--- src/common/mips_defines.svh ---
`ifndef MIPS_DEFINES_SVH
`define MIPS_DEFINES_SVH

// Datapath and address width
`define MIPS_XLEN 32

// Register file geometry
`define MIPS_REG_ADDR_W 5
`define MIPS_NUM_REGS 32

// First fetch address after reset
`define MIPS_RESET_PC 32'h0000_0000

// SLL r0, r0, 0
`define MIPS_NOP 32'h0000_0000

`endif
--- src/common/mips_pkg.sv ---
`include "mips_defines.svh"

package mips_pkg;

    typedef logic [`MIPS_XLEN-1:0] word_t;
    typedef logic [`MIPS_REG_ADDR_W-1:0] reg_addr_t;

    // Major opcodes, bits 31:26
    typedef enum logic [5:0] {
        OP_SPECIAL = 6'h00,
        OP_BEQ     = 6'h04,
        OP_BNE     = 6'h05,
        OP_ADDIU   = 6'h09,
        OP_ANDI    = 6'h0c,
        OP_ORI     = 6'h0d,
        OP_LUI     = 6'h0f,
        OP_LW      = 6'h23,
        OP_SW      = 6'h2b
    } opcode_e;

    // Function codes under OP_SPECIAL
    typedef enum logic [5:0] {
        FN_SLL  = 6'h00,
        FN_SRL  = 6'h02,
        FN_ADDU = 6'h21,
        FN_SUBU = 6'h23,
        FN_AND  = 6'h24,
        FN_OR   = 6'h25,
        FN_XOR  = 6'h26,
        FN_SLT  = 6'h2a
    } funct_e;

    typedef enum logic [3:0] {
        ALU_ADD,
        ALU_SUB,
        ALU_AND,
        ALU_OR,
        ALU_XOR,
        ALU_SLT,
        ALU_SLL,
        ALU_SRL,
        ALU_PASS_B
    } alu_op_e;

endpackage

--- src/mips_core.sv ---
module mips_core (
    input  logic             clk,
    input  logic             rst_n_i,
    input  mips_pkg::word_t  rom_data_i,
    output mips_pkg::word_t  rom_addr_o,
    output logic             rom_ce_o,
    input  mips_pkg::word_t  ram_rdata_i,
    output mips_pkg::word_t  ram_addr_o,
    output mips_pkg::word_t  ram_wdata_o,
    output logic             ram_we_o,
    output logic             ram_ce_o
);

    // Fetch to decode
    mips_pkg::word_t      id_pc;
    mips_pkg::word_t      id_inst;

    // Decode back to fetch
    logic                 stall;
    logic                 branch_taken;
    mips_pkg::word_t      branch_target;

    // Decode to execute
    mips_pkg::alu_op_e    id_alu_op;
    mips_pkg::word_t      id_operand_a;
    mips_pkg::word_t      id_operand_b;
    mips_pkg::word_t      id_store_data;
    logic                 id_is_load;
    logic                 id_is_store;
    logic                 id_wr_en;
    mips_pkg::reg_addr_t  id_wr_addr;

    // Execute to memory, also forwarded
    mips_pkg::word_t      ex_result;
    mips_pkg::word_t      ex_store_data;
    logic                 ex_is_load;
    logic                 ex_is_store;
    logic                 ex_wr_en;
    mips_pkg::reg_addr_t  ex_wr_addr;

    // Memory and writeback results
    logic                 mem_wr_en;
    mips_pkg::reg_addr_t  mem_wr_addr;
    mips_pkg::word_t      mem_result;
    logic                 wb_wr_en;
    mips_pkg::reg_addr_t  wb_wr_addr;
    mips_pkg::word_t      wb_wr_data;

    fetch_unit u_fetch (
        .clk             (clk),
        .rst_n_i         (rst_n_i),
        .stall_i         (stall),
        .branch_taken_i  (branch_taken),
        .branch_target_i (branch_target),
        .rom_data_i      (rom_data_i),
        .rom_addr_o      (rom_addr_o),
        .rom_ce_o        (rom_ce_o),
        .id_pc_o         (id_pc),
        .id_inst_o       (id_inst)
    );

    decode_unit u_decode (
        .clk             (clk),
        .rst_n_i         (rst_n_i),
        .id_pc_i         (id_pc),
        .id_inst_i       (id_inst),
        .ex_wr_en_i      (ex_wr_en),
        .ex_wr_addr_i    (ex_wr_addr),
        .ex_result_i     (ex_result),
        .ex_is_load_i    (ex_is_load),
        .mem_wr_en_i     (mem_wr_en),
        .mem_wr_addr_i   (mem_wr_addr),
        .mem_result_i    (mem_result),
        .wb_wr_en_i      (wb_wr_en),
        .wb_wr_addr_i    (wb_wr_addr),
        .wb_wr_data_i    (wb_wr_data),
        .stall_o         (stall),
        .branch_taken_o  (branch_taken),
        .branch_target_o (branch_target),
        .alu_op_o        (id_alu_op),
        .operand_a_o     (id_operand_a),
        .operand_b_o     (id_operand_b),
        .store_data_o    (id_store_data),
        .is_load_o       (id_is_load),
        .is_store_o      (id_is_store),
        .wr_en_o         (id_wr_en),
        .wr_addr_o       (id_wr_addr)
    );

    execute_unit u_execute (
        .clk             (clk),
        .rst_n_i         (rst_n_i),
        .stall_i         (stall),
        .alu_op_i        (id_alu_op),
        .operand_a_i     (id_operand_a),
        .operand_b_i     (id_operand_b),
        .store_data_i    (id_store_data),
        .is_load_i       (id_is_load),
        .is_store_i      (id_is_store),
        .wr_en_i         (id_wr_en),
        .wr_addr_i       (id_wr_addr),
        .ex_result_o     (ex_result),
        .ex_store_data_o (ex_store_data),
        .ex_is_load_o    (ex_is_load),
        .ex_is_store_o   (ex_is_store),
        .ex_wr_en_o      (ex_wr_en),
        .ex_wr_addr_o    (ex_wr_addr)
    );

    mem_stage u_mem (
        .clk             (clk),
        .rst_n_i         (rst_n_i),
        .ex_result_i     (ex_result),
        .ex_store_data_i (ex_store_data),
        .ex_is_load_i    (ex_is_load),
        .ex_is_store_i   (ex_is_store),
        .ex_wr_en_i      (ex_wr_en),
        .ex_wr_addr_i    (ex_wr_addr),
        .ram_rdata_i     (ram_rdata_i),
        .ram_addr_o      (ram_addr_o),
        .ram_wdata_o     (ram_wdata_o),
        .ram_we_o        (ram_we_o),
        .ram_ce_o        (ram_ce_o),
        .mem_wr_en_o     (mem_wr_en),
        .mem_wr_addr_o   (mem_wr_addr),
        .mem_result_o    (mem_result),
        .wb_wr_en_o      (wb_wr_en),
        .wb_wr_addr_o    (wb_wr_addr),
        .wb_wr_data_o    (wb_wr_data)
    );

endmodule

--- src/mem_stage.sv ---
module mem_stage (
    input  logic                 clk,
    input  logic                 rst_n_i,
    input  mips_pkg::word_t      ex_result_i,
    input  mips_pkg::word_t      ex_store_data_i,
    input  logic                 ex_is_load_i,
    input  logic                 ex_is_store_i,
    input  logic                 ex_wr_en_i,
    input  mips_pkg::reg_addr_t  ex_wr_addr_i,
    input  mips_pkg::word_t      ram_rdata_i,
    output mips_pkg::word_t      ram_addr_o,
    output mips_pkg::word_t      ram_wdata_o,
    output logic                 ram_we_o,
    output logic                 ram_ce_o,
    output logic                 mem_wr_en_o,
    output mips_pkg::reg_addr_t  mem_wr_addr_o,
    output mips_pkg::word_t      mem_result_o,
    output logic                 wb_wr_en_o,
    output mips_pkg::reg_addr_t  wb_wr_addr_o,
    output mips_pkg::word_t      wb_wr_data_o
);

    logic m_is_load;

    // Execute to memory
    always_ff @(posedge clk or negedge rst_n_i) begin
        if (!rst_n_i) begin
            m_is_load   <= 1'b0;
            ram_we_o    <= 1'b0;
            mem_wr_en_o <= 1'b0;
        end else begin
            m_is_load   <= ex_is_load_i;
            ram_we_o    <= ex_is_store_i;
            mem_wr_en_o <= ex_wr_en_i;
        end
    end

    always_ff @(posedge clk) begin
        ram_addr_o    <= ex_result_i;
        ram_wdata_o   <= ex_store_data_i;
        mem_wr_addr_o <= ex_wr_addr_i;
    end

    assign ram_ce_o     = m_is_load || ram_we_o;
    assign mem_result_o = m_is_load ? ram_rdata_i : ram_addr_o;

    // Memory to writeback
    always_ff @(posedge clk or negedge rst_n_i) begin
        if (!rst_n_i) begin
            wb_wr_en_o <= 1'b0;
        end else begin
            wb_wr_en_o <= mem_wr_en_o;
        end
    end

    always_ff @(posedge clk) begin
        wb_wr_addr_o <= mem_wr_addr_o;
        wb_wr_data_o <= mem_result_o;
    end

    // One RAM access per cycle
    a_load_store_exclusive: assert property (@(posedge clk) disable iff (!rst_n_i)
        !(m_is_load && ram_we_o))
        else $error("load and store in the memory stage at once");

    // Word access only
    a_word_aligned: assert property (@(posedge clk) disable iff (!rst_n_i)
        ram_ce_o |-> ram_addr_o[1:0] == 2'b00)
        else $error("unaligned RAM address %h", ram_addr_o);

endmodule

--- src/execute_unit.sv ---
`include "mips_defines.svh"

module execute_unit (
    input  logic                 clk,
    input  logic                 rst_n_i,
    input  logic                 stall_i,
    input  mips_pkg::alu_op_e    alu_op_i,
    input  mips_pkg::word_t      operand_a_i,
    input  mips_pkg::word_t      operand_b_i,
    input  mips_pkg::word_t      store_data_i,
    input  logic                 is_load_i,
    input  logic                 is_store_i,
    input  logic                 wr_en_i,
    input  mips_pkg::reg_addr_t  wr_addr_i,
    output mips_pkg::word_t      ex_result_o,
    output mips_pkg::word_t      ex_store_data_o,
    output logic                 ex_is_load_o,
    output logic                 ex_is_store_o,
    output logic                 ex_wr_en_o,
    output mips_pkg::reg_addr_t  ex_wr_addr_o
);

    mips_pkg::alu_op_e  alu_op;
    mips_pkg::word_t    op_a;
    mips_pkg::word_t    op_b;

    // Control bits, cleared to a bubble on stall
    always_ff @(posedge clk or negedge rst_n_i) begin
        if (!rst_n_i) begin
            ex_is_load_o  <= 1'b0;
            ex_is_store_o <= 1'b0;
            ex_wr_en_o    <= 1'b0;
        end else if (stall_i) begin
            ex_is_load_o  <= 1'b0;
            ex_is_store_o <= 1'b0;
            ex_wr_en_o    <= 1'b0;
        end else begin
            ex_is_load_o  <= is_load_i;
            ex_is_store_o <= is_store_i;
            ex_wr_en_o    <= wr_en_i;
        end
    end

    always_ff @(posedge clk) begin
        alu_op          <= alu_op_i;
        op_a            <= operand_a_i;
        op_b            <= operand_b_i;
        ex_store_data_o <= store_data_i;
        ex_wr_addr_o    <= wr_addr_i;
    end

    // Also forms the load/store address
    always_comb begin
        case (alu_op)
            mips_pkg::ALU_ADD:    ex_result_o = op_a + op_b;
            mips_pkg::ALU_SUB:    ex_result_o = op_a - op_b;
            mips_pkg::ALU_AND:    ex_result_o = op_a & op_b;
            mips_pkg::ALU_OR:     ex_result_o = op_a | op_b;
            mips_pkg::ALU_XOR:    ex_result_o = op_a ^ op_b;
            mips_pkg::ALU_SLT: begin
                ex_result_o = {{(`MIPS_XLEN-1){1'b0}}, $signed(op_a) < $signed(op_b)};
            end
            mips_pkg::ALU_SLL:    ex_result_o = op_b << op_a[4:0];
            mips_pkg::ALU_SRL:    ex_result_o = op_b >> op_a[4:0];
            mips_pkg::ALU_PASS_B: ex_result_o = op_b;
            default:              ex_result_o = op_a + op_b;
        endcase
    end

endmodule

--- src/decode/decode_unit.sv ---
`include "mips_defines.svh"

module decode_unit (
    input  logic                 clk,
    input  logic                 rst_n_i,
    input  mips_pkg::word_t      id_pc_i,
    input  mips_pkg::word_t      id_inst_i,
    input  logic                 ex_wr_en_i,
    input  mips_pkg::reg_addr_t  ex_wr_addr_i,
    input  mips_pkg::word_t      ex_result_i,
    input  logic                 ex_is_load_i,
    input  logic                 mem_wr_en_i,
    input  mips_pkg::reg_addr_t  mem_wr_addr_i,
    input  mips_pkg::word_t      mem_result_i,
    input  logic                 wb_wr_en_i,
    input  mips_pkg::reg_addr_t  wb_wr_addr_i,
    input  mips_pkg::word_t      wb_wr_data_i,
    output logic                 stall_o,
    output logic                 branch_taken_o,
    output mips_pkg::word_t      branch_target_o,
    output mips_pkg::alu_op_e    alu_op_o,
    output mips_pkg::word_t      operand_a_o,
    output mips_pkg::word_t      operand_b_o,
    output mips_pkg::word_t      store_data_o,
    output logic                 is_load_o,
    output logic                 is_store_o,
    output logic                 wr_en_o,
    output mips_pkg::reg_addr_t  wr_addr_o
);

    mips_pkg::opcode_e    opcode;
    mips_pkg::funct_e     funct;
    mips_pkg::reg_addr_t  rs;
    mips_pkg::reg_addr_t  rt;
    mips_pkg::reg_addr_t  rd;
    mips_pkg::word_t      imm_sext;
    mips_pkg::word_t      imm_zext;
    mips_pkg::word_t      shamt;
    mips_pkg::word_t      rf_data_a;
    mips_pkg::word_t      rf_data_b;
    mips_pkg::word_t      rs_val;
    mips_pkg::word_t      rt_val;
    mips_pkg::reg_addr_t  wr_dest;
    logic                 writes;
    logic                 use_rs;
    logic                 use_rt;
    logic                 is_beq;
    logic                 is_bne;

    assign opcode   = mips_pkg::opcode_e'(id_inst_i[31:26]);
    assign funct    = mips_pkg::funct_e'(id_inst_i[5:0]);
    assign rs       = id_inst_i[25:21];
    assign rt       = id_inst_i[20:16];
    assign rd       = id_inst_i[15:11];
    assign imm_sext = {{(`MIPS_XLEN-16){id_inst_i[15]}}, id_inst_i[15:0]};
    assign imm_zext = {{(`MIPS_XLEN-16){1'b0}}, id_inst_i[15:0]};
    assign shamt    = {{(`MIPS_XLEN-5){1'b0}}, id_inst_i[10:6]};

    reg_file u_reg_file (
        .clk         (clk),
        .rst_n_i     (rst_n_i),
        .rd_addr_a_i (rs),
        .rd_addr_b_i (rt),
        .wr_en_i     (wb_wr_en_i),
        .wr_addr_i   (wb_wr_addr_i),
        .wr_data_i   (wb_wr_data_i),
        .rd_data_a_o (rf_data_a),
        .rd_data_b_o (rf_data_b)
    );

    // Youngest producer wins
    assign rs_val = (ex_wr_en_i && ex_wr_addr_i == rs)   ? ex_result_i  :
                    (mem_wr_en_i && mem_wr_addr_i == rs) ? mem_result_i : rf_data_a;
    assign rt_val = (ex_wr_en_i && ex_wr_addr_i == rt)   ? ex_result_i  :
                    (mem_wr_en_i && mem_wr_addr_i == rt) ? mem_result_i : rf_data_b;

    always_comb begin
        alu_op_o    = mips_pkg::ALU_ADD;
        operand_a_o = rs_val;
        operand_b_o = imm_sext;
        is_load_o   = 1'b0;
        is_store_o  = 1'b0;
        wr_dest     = rt;
        writes      = 1'b0;
        use_rs      = 1'b1;
        use_rt      = 1'b0;
        is_beq      = 1'b0;
        is_bne      = 1'b0;
        case (opcode)
            mips_pkg::OP_SPECIAL: begin
                operand_b_o = rt_val;
                wr_dest     = rd;
                writes      = 1'b1;
                use_rt      = 1'b1;
                case (funct)
                    mips_pkg::FN_ADDU: alu_op_o = mips_pkg::ALU_ADD;
                    mips_pkg::FN_SUBU: alu_op_o = mips_pkg::ALU_SUB;
                    mips_pkg::FN_AND:  alu_op_o = mips_pkg::ALU_AND;
                    mips_pkg::FN_OR:   alu_op_o = mips_pkg::ALU_OR;
                    mips_pkg::FN_XOR:  alu_op_o = mips_pkg::ALU_XOR;
                    mips_pkg::FN_SLT:  alu_op_o = mips_pkg::ALU_SLT;
                    mips_pkg::FN_SLL, mips_pkg::FN_SRL: begin
                        // Shift amount rides in operand A
                        alu_op_o    = (funct == mips_pkg::FN_SLL) ? mips_pkg::ALU_SLL
                                                                   : mips_pkg::ALU_SRL;
                        operand_a_o = shamt;
                        use_rs      = 1'b0;
                    end
                    default: writes = 1'b0;
                endcase
            end
            mips_pkg::OP_ADDIU: writes = 1'b1;
            mips_pkg::OP_ANDI: begin
                alu_op_o    = mips_pkg::ALU_AND;
                operand_b_o = imm_zext;
                writes      = 1'b1;
            end
            mips_pkg::OP_ORI: begin
                alu_op_o    = mips_pkg::ALU_OR;
                operand_b_o = imm_zext;
                writes      = 1'b1;
            end
            mips_pkg::OP_LUI: begin
                alu_op_o    = mips_pkg::ALU_PASS_B;
                operand_b_o = {id_inst_i[15:0], 16'h0000};
                writes      = 1'b1;
                use_rs      = 1'b0;
            end
            mips_pkg::OP_LW: begin
                is_load_o = 1'b1;
                writes    = 1'b1;
            end
            mips_pkg::OP_SW: begin
                is_store_o = 1'b1;
                use_rt     = 1'b1;
            end
            mips_pkg::OP_BEQ: begin
                is_beq = 1'b1;
                use_rt = 1'b1;
            end
            mips_pkg::OP_BNE: begin
                is_bne = 1'b1;
                use_rt = 1'b1;
            end
            default: use_rs = 1'b0;
        endcase
    end

    assign store_data_o = rt_val;
    assign wr_addr_o    = wr_dest;
    assign wr_en_o      = writes && (wr_dest != '0);

    // Load result not ready until the load reaches memory
    assign stall_o = ex_is_load_i && ex_wr_en_i &&
                     ((use_rs && ex_wr_addr_i == rs) || (use_rt && ex_wr_addr_i == rt));

    // Target relative to the delay slot
    assign branch_target_o = id_pc_i + mips_pkg::word_t'(4) + {imm_sext[`MIPS_XLEN-3:0], 2'b00};
    assign branch_taken_o  = !stall_o &&
                             ((is_beq && rs_val == rt_val) || (is_bne && rs_val != rt_val));

    // A stall puts a bubble behind the load, which cannot trigger another
    a_single_stall: assert property (@(posedge clk) disable iff (!rst_n_i)
        stall_o |=> !stall_o)
        else $error("load-use stall held for two consecutive cycles");

endmodule

--- src/decode/reg_file.sv ---
`include "mips_defines.svh"

module reg_file (
    input  logic                 clk,
    input  logic                 rst_n_i,
    input  mips_pkg::reg_addr_t  rd_addr_a_i,
    input  mips_pkg::reg_addr_t  rd_addr_b_i,
    input  logic                 wr_en_i,
    input  mips_pkg::reg_addr_t  wr_addr_i,
    input  mips_pkg::word_t      wr_data_i,
    output mips_pkg::word_t      rd_data_a_o,
    output mips_pkg::word_t      rd_data_b_o
);

    mips_pkg::word_t regs [1:`MIPS_NUM_REGS-1];

    always_ff @(posedge clk) begin
        if (wr_en_i && wr_addr_i != '0) begin
            regs[wr_addr_i] <= wr_data_i;
        end
    end

    // Write-through so writeback needs no forwarding path of its own
    always_comb begin
        if (rd_addr_a_i == '0) begin
            rd_data_a_o = '0;
        end else if (wr_en_i && wr_addr_i == rd_addr_a_i) begin
            rd_data_a_o = wr_data_i;
        end else begin
            rd_data_a_o = regs[rd_addr_a_i];
        end
    end

    always_comb begin
        if (rd_addr_b_i == '0) begin
            rd_data_b_o = '0;
        end else if (wr_en_i && wr_addr_i == rd_addr_b_i) begin
            rd_data_b_o = wr_data_i;
        end else begin
            rd_data_b_o = regs[rd_addr_b_i];
        end
    end

    // Written value reads back on the next cycle unless overwritten
    a_write_reads_back: assert property (@(posedge clk) disable iff (!rst_n_i)
        (wr_en_i && wr_addr_i != '0) |=>
            (rd_addr_a_i != $past(wr_addr_i) ||
             (wr_en_i && wr_addr_i == rd_addr_a_i) ||
             rd_data_a_o == $past(wr_data_i)))
        else $error("register file lost a write");

endmodule

--- src/fetch_unit.sv ---
`include "mips_defines.svh"

module fetch_unit (
    input  logic              clk,
    input  logic              rst_n_i,
    input  logic              stall_i,
    input  logic              branch_taken_i,
    input  mips_pkg::word_t   branch_target_i,
    input  mips_pkg::word_t   rom_data_i,
    output mips_pkg::word_t   rom_addr_o,
    output logic              rom_ce_o,
    output mips_pkg::word_t   id_pc_o,
    output mips_pkg::word_t   id_inst_o
);

    mips_pkg::word_t pc;

    assign rom_addr_o = pc;

    // ROM enable rises one cycle after reset, PC starts moving once it is up
    always_ff @(posedge clk or negedge rst_n_i) begin
        if (!rst_n_i) begin
            rom_ce_o  <= 1'b0;
            pc        <= `MIPS_RESET_PC;
            id_pc_o   <= `MIPS_RESET_PC;
            id_inst_o <= `MIPS_NOP;
        end else begin
            rom_ce_o <= 1'b1;
            if (rom_ce_o && !stall_i) begin
                // Instruction fetched now is the delay slot of a taken branch
                if (branch_taken_i) begin
                    pc <= branch_target_i;
                end else begin
                    pc <= pc + mips_pkg::word_t'(4);
                end
                id_pc_o   <= pc;
                id_inst_o <= rom_data_i;
            end
        end
    end

endmodule

--- config.mk ---
export PLATFORM = sky130hd
export DESIGN_NAME = mips_core
export DESIGN_NICKNAME = d
export VERILOG_FILES = /design/src/common/mips_pkg.sv /design/src/mips_core.sv /design/src/mem_stage.sv /design/src/execute_unit.sv /design/src/decode/decode_unit.sv /design/src/decode/reg_file.sv /design/src/fetch_unit.sv
export VERILOG_INCLUDE_DIRS = /design/src /design/src/common
export SDC_FILE = /design/constraint.sdc
export NUM_CORES = 2
export LEC_CHECK = 0
export CAP_MARGIN = 20
export CORE_UTILIZATION = 36
export CTS_CLUSTER_DIAMETER = 30
export DETAILED_ROUTE_END_ITERATION = 6
export DONT_BUFFER_PORTS = 1
export GPL_ROUTABILITY_DRIVEN = 0
export SYNTH_ARGS = -nofsm -noshare
export SYNTH_HDL_FRONTEND = slang
export SYNTH_HIERARCHICAL = 1
export SYNTH_SLANG_ARGS = --single-unit
--- constraint.sdc ---
create_clock -name clk -period 12.1 [get_ports clk]
set_input_delay 0.605 -clock clk [delete_from_list [all_inputs] [get_ports clk]]
set_output_delay 0.605 -clock clk [all_outputs]
set_load 0.03 [all_outputs]
# Word level (Yosys, flattened, before mapping)
# Memories as Yosys holds them, arrays and structs flattened.
# Cells that the tools add are included.
# totals
ff_bits	315
ram_bits	992
mem_count	1
in_bits	66
# op_classes
n_eq_ne	31
muxes	32
magnitude_cmp	1
shifts	2
add_sub_neg	5
reduce_logical	32
bitwise	3
# memory_table
name	words	word_bits	read_ports	rd_clocked_by_memory_dff	wr	line	source
u_decode.u_reg_file.regs	31	32	2	0	1	reg_file.sv:15	mips_pkg::word_t regs [1:`MIPS_NUM_REGS-1];
# ops
operator	count
$mux W32	12
$pmux W32 S8	1
$pmux W32 S3	1
$add A32 B3 Y32 const B	2
$add A32 B32 Y32	2
$eq A6 B6 Y1 const B	8
$and A32 B32 Y32	1
$eq A32 B32 Y1	1
$lt A32 B32 Y1	1
$ne A32 B32 Y1	1
$or A32 B32 Y32	1
$shl A32 B5 Y32	1
$shr A32 B5 Y32	1
$sub A32 B32 Y32	1
$xor A32 B32 Y32	1
$eq A5 B5 Y1	6
$eq A6 B4 Y1 const B	4
$pmux W4 S6	1
$eq A4 B3 Y1 const B	4
$logic_and A1 B1 Y1	16
$pmux W4 S4	1
$mux W1	13
$eq A6 B3 Y1 const B	2
$logic_not A6 Y1	2
other kinds (15)	22

# Depth between registers and ports, before layout
# depth
depth_word	11
ltp_mapped	28

# Cells and area by module
# The synthesis kept the hierarchy.
# modules_own_cells
mod	seq_area_each_um2	cells_each	area_each_um2	n_inst
reg_file	29788.6	2759	47200.3	1
execute_unit	2177.1	1353	10486.3	1
decode_unit	0.0	780	5042.3	1
fetch_unit	2427.3	531	4644.5	1
mem_stage	2222.1	147	2768.9	1

# Worst setup path before layout
# No wires, ideal clock.
# synth_path
kind	register to register
from	register u_execute.op_a[2]
to	register u_fetch.pc[29], in the netlist u_fetch/rom_addr_o[29]
arrival_ps	6058
path_stages_with_launch	28
setup_slack_ps	5913
setup_time_ps	129
n_path_buf	4
required_time_ps	11971
cell_sequence	dfxtp_1 -> inv_2 -> buf_1 -> buf_1 -> clkbuf_1 -> ha_1 -> nor2b_1 -> o211ai_1 -> a21oi_1 -> or2_1 -> a311o_1 -> a211oi_1 -> o21ai_1 -> a31oi_1 -> mux2i_1 -> o211ai_2 -> nor3_1 -> a31oi_1 -> xnor2_1 -> nand4_1 -> nor4_1 -> a311o_1 -> nand2_1 -> clkbuf_1 -> nor3b_1 -> nand2_1 -> o32ai_1 -> a21oi_1
# synth_via
elab_chain_len	8
elab_cells_between_ends	18
# synth_lines
element	line	source
start: declaration	execute_unit.sv:24	mips_pkg::word_t op_a;
start signal: assignment	execute_unit.sv:46	op_a <= operand_a_i;
$add A32 B32 Y32, or another cell as far along	execute_unit.sv:55, execute_unit.sv:66	
$pmux W32 S8 (*)	execute_unit.sv:54	case (alu_op)
named net ex_result[30]	mips_core.sv:34	mips_pkg::word_t ex_result;
$mux W32 (*)	decode_unit.sv:74	assign rt_val = (ex_wr_en_i && ex_wr_addr_i == rt) ? ex_result_i :
named net id_store_data[30]	mips_core.sv:27	mips_pkg::word_t id_store_data;
$eq A32 B32 Y1 / $ne A32 B32 Y1 (equally long branches)	decode_unit.sv:160	((is_beq && rs_val == rt_val) || (is_bne && rs_val != rt_val));
$logic_and A1 B1 Y1	decode_unit.sv:160	
$logic_or A1 B1 Y1 (*)	decode_unit.sv:160	
$logic_and A1 B1 Y1 (*)	decode_unit.sv:159	assign branch_taken_o = !stall_o &&
named net branch_taken	mips_core.sv:20	logic branch_taken;
$mux W32 (*)	fetch_unit.sv:31	if (branch_taken_i) begin
end signal: assignment	fetch_unit.sv:24	pc <= `MIPS_RESET_PC;
end signal: assignment	fetch_unit.sv:32	pc <= branch_target_i;
end signal: assignment	fetch_unit.sv:34	pc <= pc + mips_pkg::word_t'(4);
end: declaration	fetch_unit.sv:16	mips_pkg::word_t pc;
# Mark *: on every way through the listed nets, which the timed path passes. The rest lies on a longest branch.
# A chain may end at the register's enable or synchronous reset.

# Worst setup path in the final report
# layout_path
from	register u_execute.op_a[2]
to	register u_fetch.pc[20], in the netlist u_fetch/rom_addr_o[20]
# The elaborated chain is that of the path after synthesis.

==> results.md <==
| Step | Quantity | Value |
|---|---|---|
| status | Outcome | finished, violations left |
| status | Violated checks | design-rule violations |
| min path | Worst Min Path Start | rom_data_i[16] |
| power | Cell internal power dissipation | 0.0130 W |
| power | Net switching component of the power | 0.00607 W |
| min path | Cell depth of the worst min-delay path | 2 |
| cts | Post-CTS sizing | 0 |
| power | Fraction of power consumed by the clock network | 0.455 |
| setup path | Levels on crit path | 25 |
| timing | Pins over their slew limit | 0 |
| setup path | Path depth of the worst reg2reg path | 25 |
| power | Comb pwr share | 0.202 |
| floorplan | Core Box Area | 193000 sq um |
| global route | Number of antenna violations at the first check in global routing | 27 |
| timing | Final Skew | 0.0564 ns |
| min path | Worst min-delay path class | input port to register |
| synthesis | Share of the synthesized area in the top cell type | 0.425 |
| min path | End point of the most critical hold path | u_fetch/id_inst_o[16]$_DFFE_PN0P_ |
| routing | Overall via count from detail_route | 54100 |
| synthesis | Share of async-settable or async-resettable flops after synthesis | 0.0796 |
| synthesis | Number of warnings reported in the yosys synthesis log | 6 |
| setup path | Critical path endpoint category | register |
| cts | Clock tree from TritonCTS | yes |
| cts | H-tree Lvls | 5 |
| final layout | Area occupied by multi-input gates | 31100 sq um |
| final layout | Post-layout utilization of the core | 0.437 |
| global route | Largest net degree at the start of global routing | 105 |
| power | Power per cell area | 225 nW/um^2 |
| timing | Unrepaired setup endpoints after global routing | false |
| final layout | Net count of the finished layout | 5885 |
| setup path | Peak per-stage delay on the critical path | 0.67 ns |
| timing | Period utilisation layout | 0.687 |
| final layout | Share of layout cells above drive strength 1 | 0.212 |
| power | Static power due to leakage | 29.7 nW |
| floorplan | X dimension of the die | 443 um |
| global route | Number of global-route vias before repair | 52600 |
| setup path | Reg-to-reg critical path endpoint | u_fetch/rom_addr_o[20]$_DFFE_PN0P_ |
| floorplan | Height of the die | 443 um |
| setup path | Max Fanout on Critical Path | 59 |
| routing | Detailed-router iteration count before antenna repair | 7 |
| power | Worst supply voltage drop on vdd | 0.182 mV |
| cts | Insertion delay to the later sink of the worst-skew pair | 0.94 ns |
| routing | Vias per Instance | 6.40 |
| setup path | Crit Path Category | register to register |
| synthesis | Number of enable flip-flop cells after synthesis | 992 |
| synthesis | Mapped Nets | 5793 |
| final layout | Synth-to-Final Area Change | 20.4% |
| synthesis | Cell count after synthesis | 5570 |
| final layout | Number of fill cells | 17200 |
| global route | Total routing usage reported by global routing | 0.260 |
| synthesis | Yosys top cell by area | edfxtp_1 |
| cts | Clock net sink count | 1307 |
| timing | Relative max-transition margin | 0.0595 |
| synthesis | Top cells by area, synth | edfxtp_1 42%, mux4_2 11%, dfxtp_1 6.0% |
| routing | Post-detailed-route wirelength per cell | 31.2 um |
| setup path | Required time of the critical path | 12.92 ns |
| synthesis | Top FF cell, synth | edfxtp_1 |
| global route | GRT Residual Overflow | 0 |
| global route | Wire length of the first global-routing pass | 375000 um |
| timing | Total of endpoints with negative setup slack in the final report | 0 |
| setup path | Critical path launch point type | register |
| placed design | Estimated wirelength of the detail-placed design | 162000 um |
| setup path | Data arrival time at the worst-slack endpoint | 9.13 ns |
| floorplan | FP Rows | 161 |
| final layout | Most common cell after layout, fill and taps aside | edfxtp_1 |
| cts | Num CTS Buffers | 321 |
| routing | Final antenna-violating net count | 0 |
| cts | Clock tree buffer depth | 4 |
| cts | Post-CTS Hold Fix Bufs | 63 |
| floorplan | Floorplan die area | 197000 sq um |
| timing | Number of endpoints with negative hold slack in the final report | 0 |
| setup path | Launch instance of the worst register-to-register path | u_execute/op_a[2]$_DFF_P_ |
| synthesis | Mean Syn Cell Area | 12.6 sq um |
| final layout | Most frequent cells in the layout | 992 x edfxtp_1, 507 x nand2_1, 336 x mux4_2 |
| setup path | Reg2reg setup slack | 3.78 ns |
| synthesis | Cell area after technology mapping | 70100 sq um |
| timing | Total negative slack | 0 ns |
| timing | Time the final worst path needs with I/O delays and setup | 8.32 ns |
| cts | Clock transition at the registers of the reported paths | 0.05 ns |
| timing | Actual transition at the worst max-transition pin | 1.41 ns |
| run | Number of maximum-capacitance violations | 0 |
| synthesis | Number of distinct library cell variants in the gate-level netlist after synthesis | 107 |
| floorplan | Count of pins on the block boundary | 165 |
| cts | Clock root buffer | clkbuf_16 |
| setup path | Critical path's top delay family | compound AO/OA/AOI/OAI gates |
| timing | Highest clock frequency the design can meet | 120 MHz |
| routing | Initial drt markers | 8225 |
| setup path | Bufs and invs on worst path | 5 |
| synthesis | FF+latch count, synth | 1307 |
| power | Part of the power in registers | 0.343 |
| routing | Total length of routed wires | 264000 um |
| routing | DRC violations left | 28 |
| synthesis | Sequential element share of the synthesized area | 0.522 |
| floorplan | Starting Density | 0.363 |
| placed design | Port Buf Inserts | 0 |
| final layout | Sequential standard cell area | 36700 sq um |
| power | Proportion of total power due to net switching | 0.319 |
| cts | Post-CTS Setup Bufs | 0 |
| setup path | Crit path max-delay cell type | clkinv_1 |
==> through the flow <==
| stage | cells | instance area (sq um) | setup slack (ns) | power [W] | hold WS, ns |
|---|---|---|---|---|---|
| 6_report | 8443 | 84400 | 3.78 | 0.0190 | 0.148 |
| 5_1_grt | 8439 | 84400 | 3.38 | 0.0195 | 0.0913 |
| 3_3_place_gp | 7795 | 72700 | 4.29 | 0.0101 | 0.312 |
| 3_5_place_dp | 7796 | 72700 | 4.21 | 0.0101 | 0.312 |
| 2_1_floorplan | 5570 | 70100 | 5.91 | 0.00859 | 0.309 |
| 4_1_cts | 8427 | 84300 | 4.19 | 0.0188 | 0.00470 |
==> metal layers <==
layer | share of wire | GRT usage | vias to the layer above
li1 | - | - | 22300
met5 | 0.00047 | 0 | -
met1 | 0.37 | 0.330 | 27000
met4 | 0.070 | 0.165 | 22
met2 | 0.44 | 0.385 | 3820
met3 | 0.12 | 0.0793 | 934
==> registers in the layout, summed over array words and instances, names as in the netlist, 4 cells and up <==
signal	count
u_decode/u_reg_file/regs	992
u_execute/alu_op	4
u_execute/ex_store_data_o	32
u_execute/ex_wr_addr_o	5
u_execute/op_a	32
u_execute/op_b	32
u_fetch/id_inst_o	32
u_fetch/id_pc_o	32
u_fetch/rom_addr_o	32
u_mem/mem_wr_addr_o	5
u_mem/ram_addr_o	32
u_mem/ram_wdata_o	32
u_mem/wb_wr_addr_o	5
u_mem/wb_wr_data_o	32
==> worst max-delay path by stage <==
stage / startpoint / slack [ns] / endpoint
floorplan: u_execute/op_a[2]$_DFF_P_ / 5.91 / u_fetch/rom_addr_o[29]$_DFFE_PN0P_
global route: u_execute/op_a[2]$_DFF_P_ / 3.38 / u_fetch/rom_addr_o[20]$_DFFE_PN0P_
detailed placement: u_execute/op_a[2]$_DFF_P_ / 4.21 / u_fetch/rom_addr_o[30]$_DFFE_PN0P_
CTS: u_execute/op_a[2]$_DFF_P_ / 4.19 / u_fetch/rom_addr_o[30]$_DFFE_PN0P_
finish: u_execute/op_a[2]$_DFF_P_ / 3.78 / u_fetch/rom_addr_o[20]$_DFFE_PN0P_
global placement: u_execute/op_a[2]$_DFF_P_ / 4.29 / u_fetch/rom_addr_o[25]$_DFFE_PN0P_
==> synthesized netlist by cell type (26+ instances only) <==
| cell type | number |
|---|---|
| o211ai_1 | 44 |
| buf_6 | 28 |
| a211oi_1 | 91 |
| a32oi_1 | 29 |
| inv_1 | 124 |
| or3_1 | 71 |
| nor2_1 | 266 |
| mux4_2 | 336 |
| o21bai_1 | 26 |
| mux2i_1 | 316 |
| a311oi_1 | 28 |
| o22ai_1 | 106 |
| ha_1 | 154 |
| dfrtp_1 | 104 |
| nand2_1 | 508 |
| buf_2 | 127 |
| a32o_1 | 32 |
| o21ai_0 | 217 |
| a2111o_1 | 32 |
| nand3_1 | 65 |
| a221o_1 | 30 |
| xnor2_1 | 80 |
| a221oi_1 | 43 |
| mux2_2 | 94 |
| clkbuf_1 | 237 |
| a22o_1 | 40 |
| o2111ai_1 | 45 |
| nor2b_1 | 71 |
| a22oi_1 | 63 |
| a31oi_1 | 89 |
| nor3_1 | 128 |
| edfxtp_1 | 992 |
| mux2_4 | 41 |
| nand4_1 | 37 |
| buf_1 | 30 |
| a21oi_1 | 248 |
| dfxtp_1 | 211 |
==> cell families after synthesis <==
family                   synth area share
adder cells (fa/ha/maj)            0.0283
AO/OA/AOI/OAI                       0.136
buffers and inverters              0.0391
flip-flops                          0.522
AND/OR/NAND/NOR                    0.0854
other                           0.0000535
XOR/XNOR                           0.0125
multiplexers                        0.177
==> final cells by class <==
cell class | instances | area share
diodes | 10 | 0.000296
repair buffers | 220 | 0.0242
well taps | 2526 | 0.0374
multi-input cells | 3678 | 0.369
clock buffers | 386 | 0.103
inverters | 134 | 0.00596
flip-flops and latches | 1307 | 0.434
clock inverters | 182 | 0.0259
==> power by group through the flow <==
stage	registers, W	clock network, W	logic (W)
after floorplan	0.00634	0	0.00225
after global placement	0.00662	0	0.00349
after detailed placement	0.00663	0	0.00351
after CTS	0.00656	0.00870	0.00356
after global routing	0.00655	0.00894	0.00399
final	0.00653	0.00866	0.00385
(Power assumes the default switching activity.)
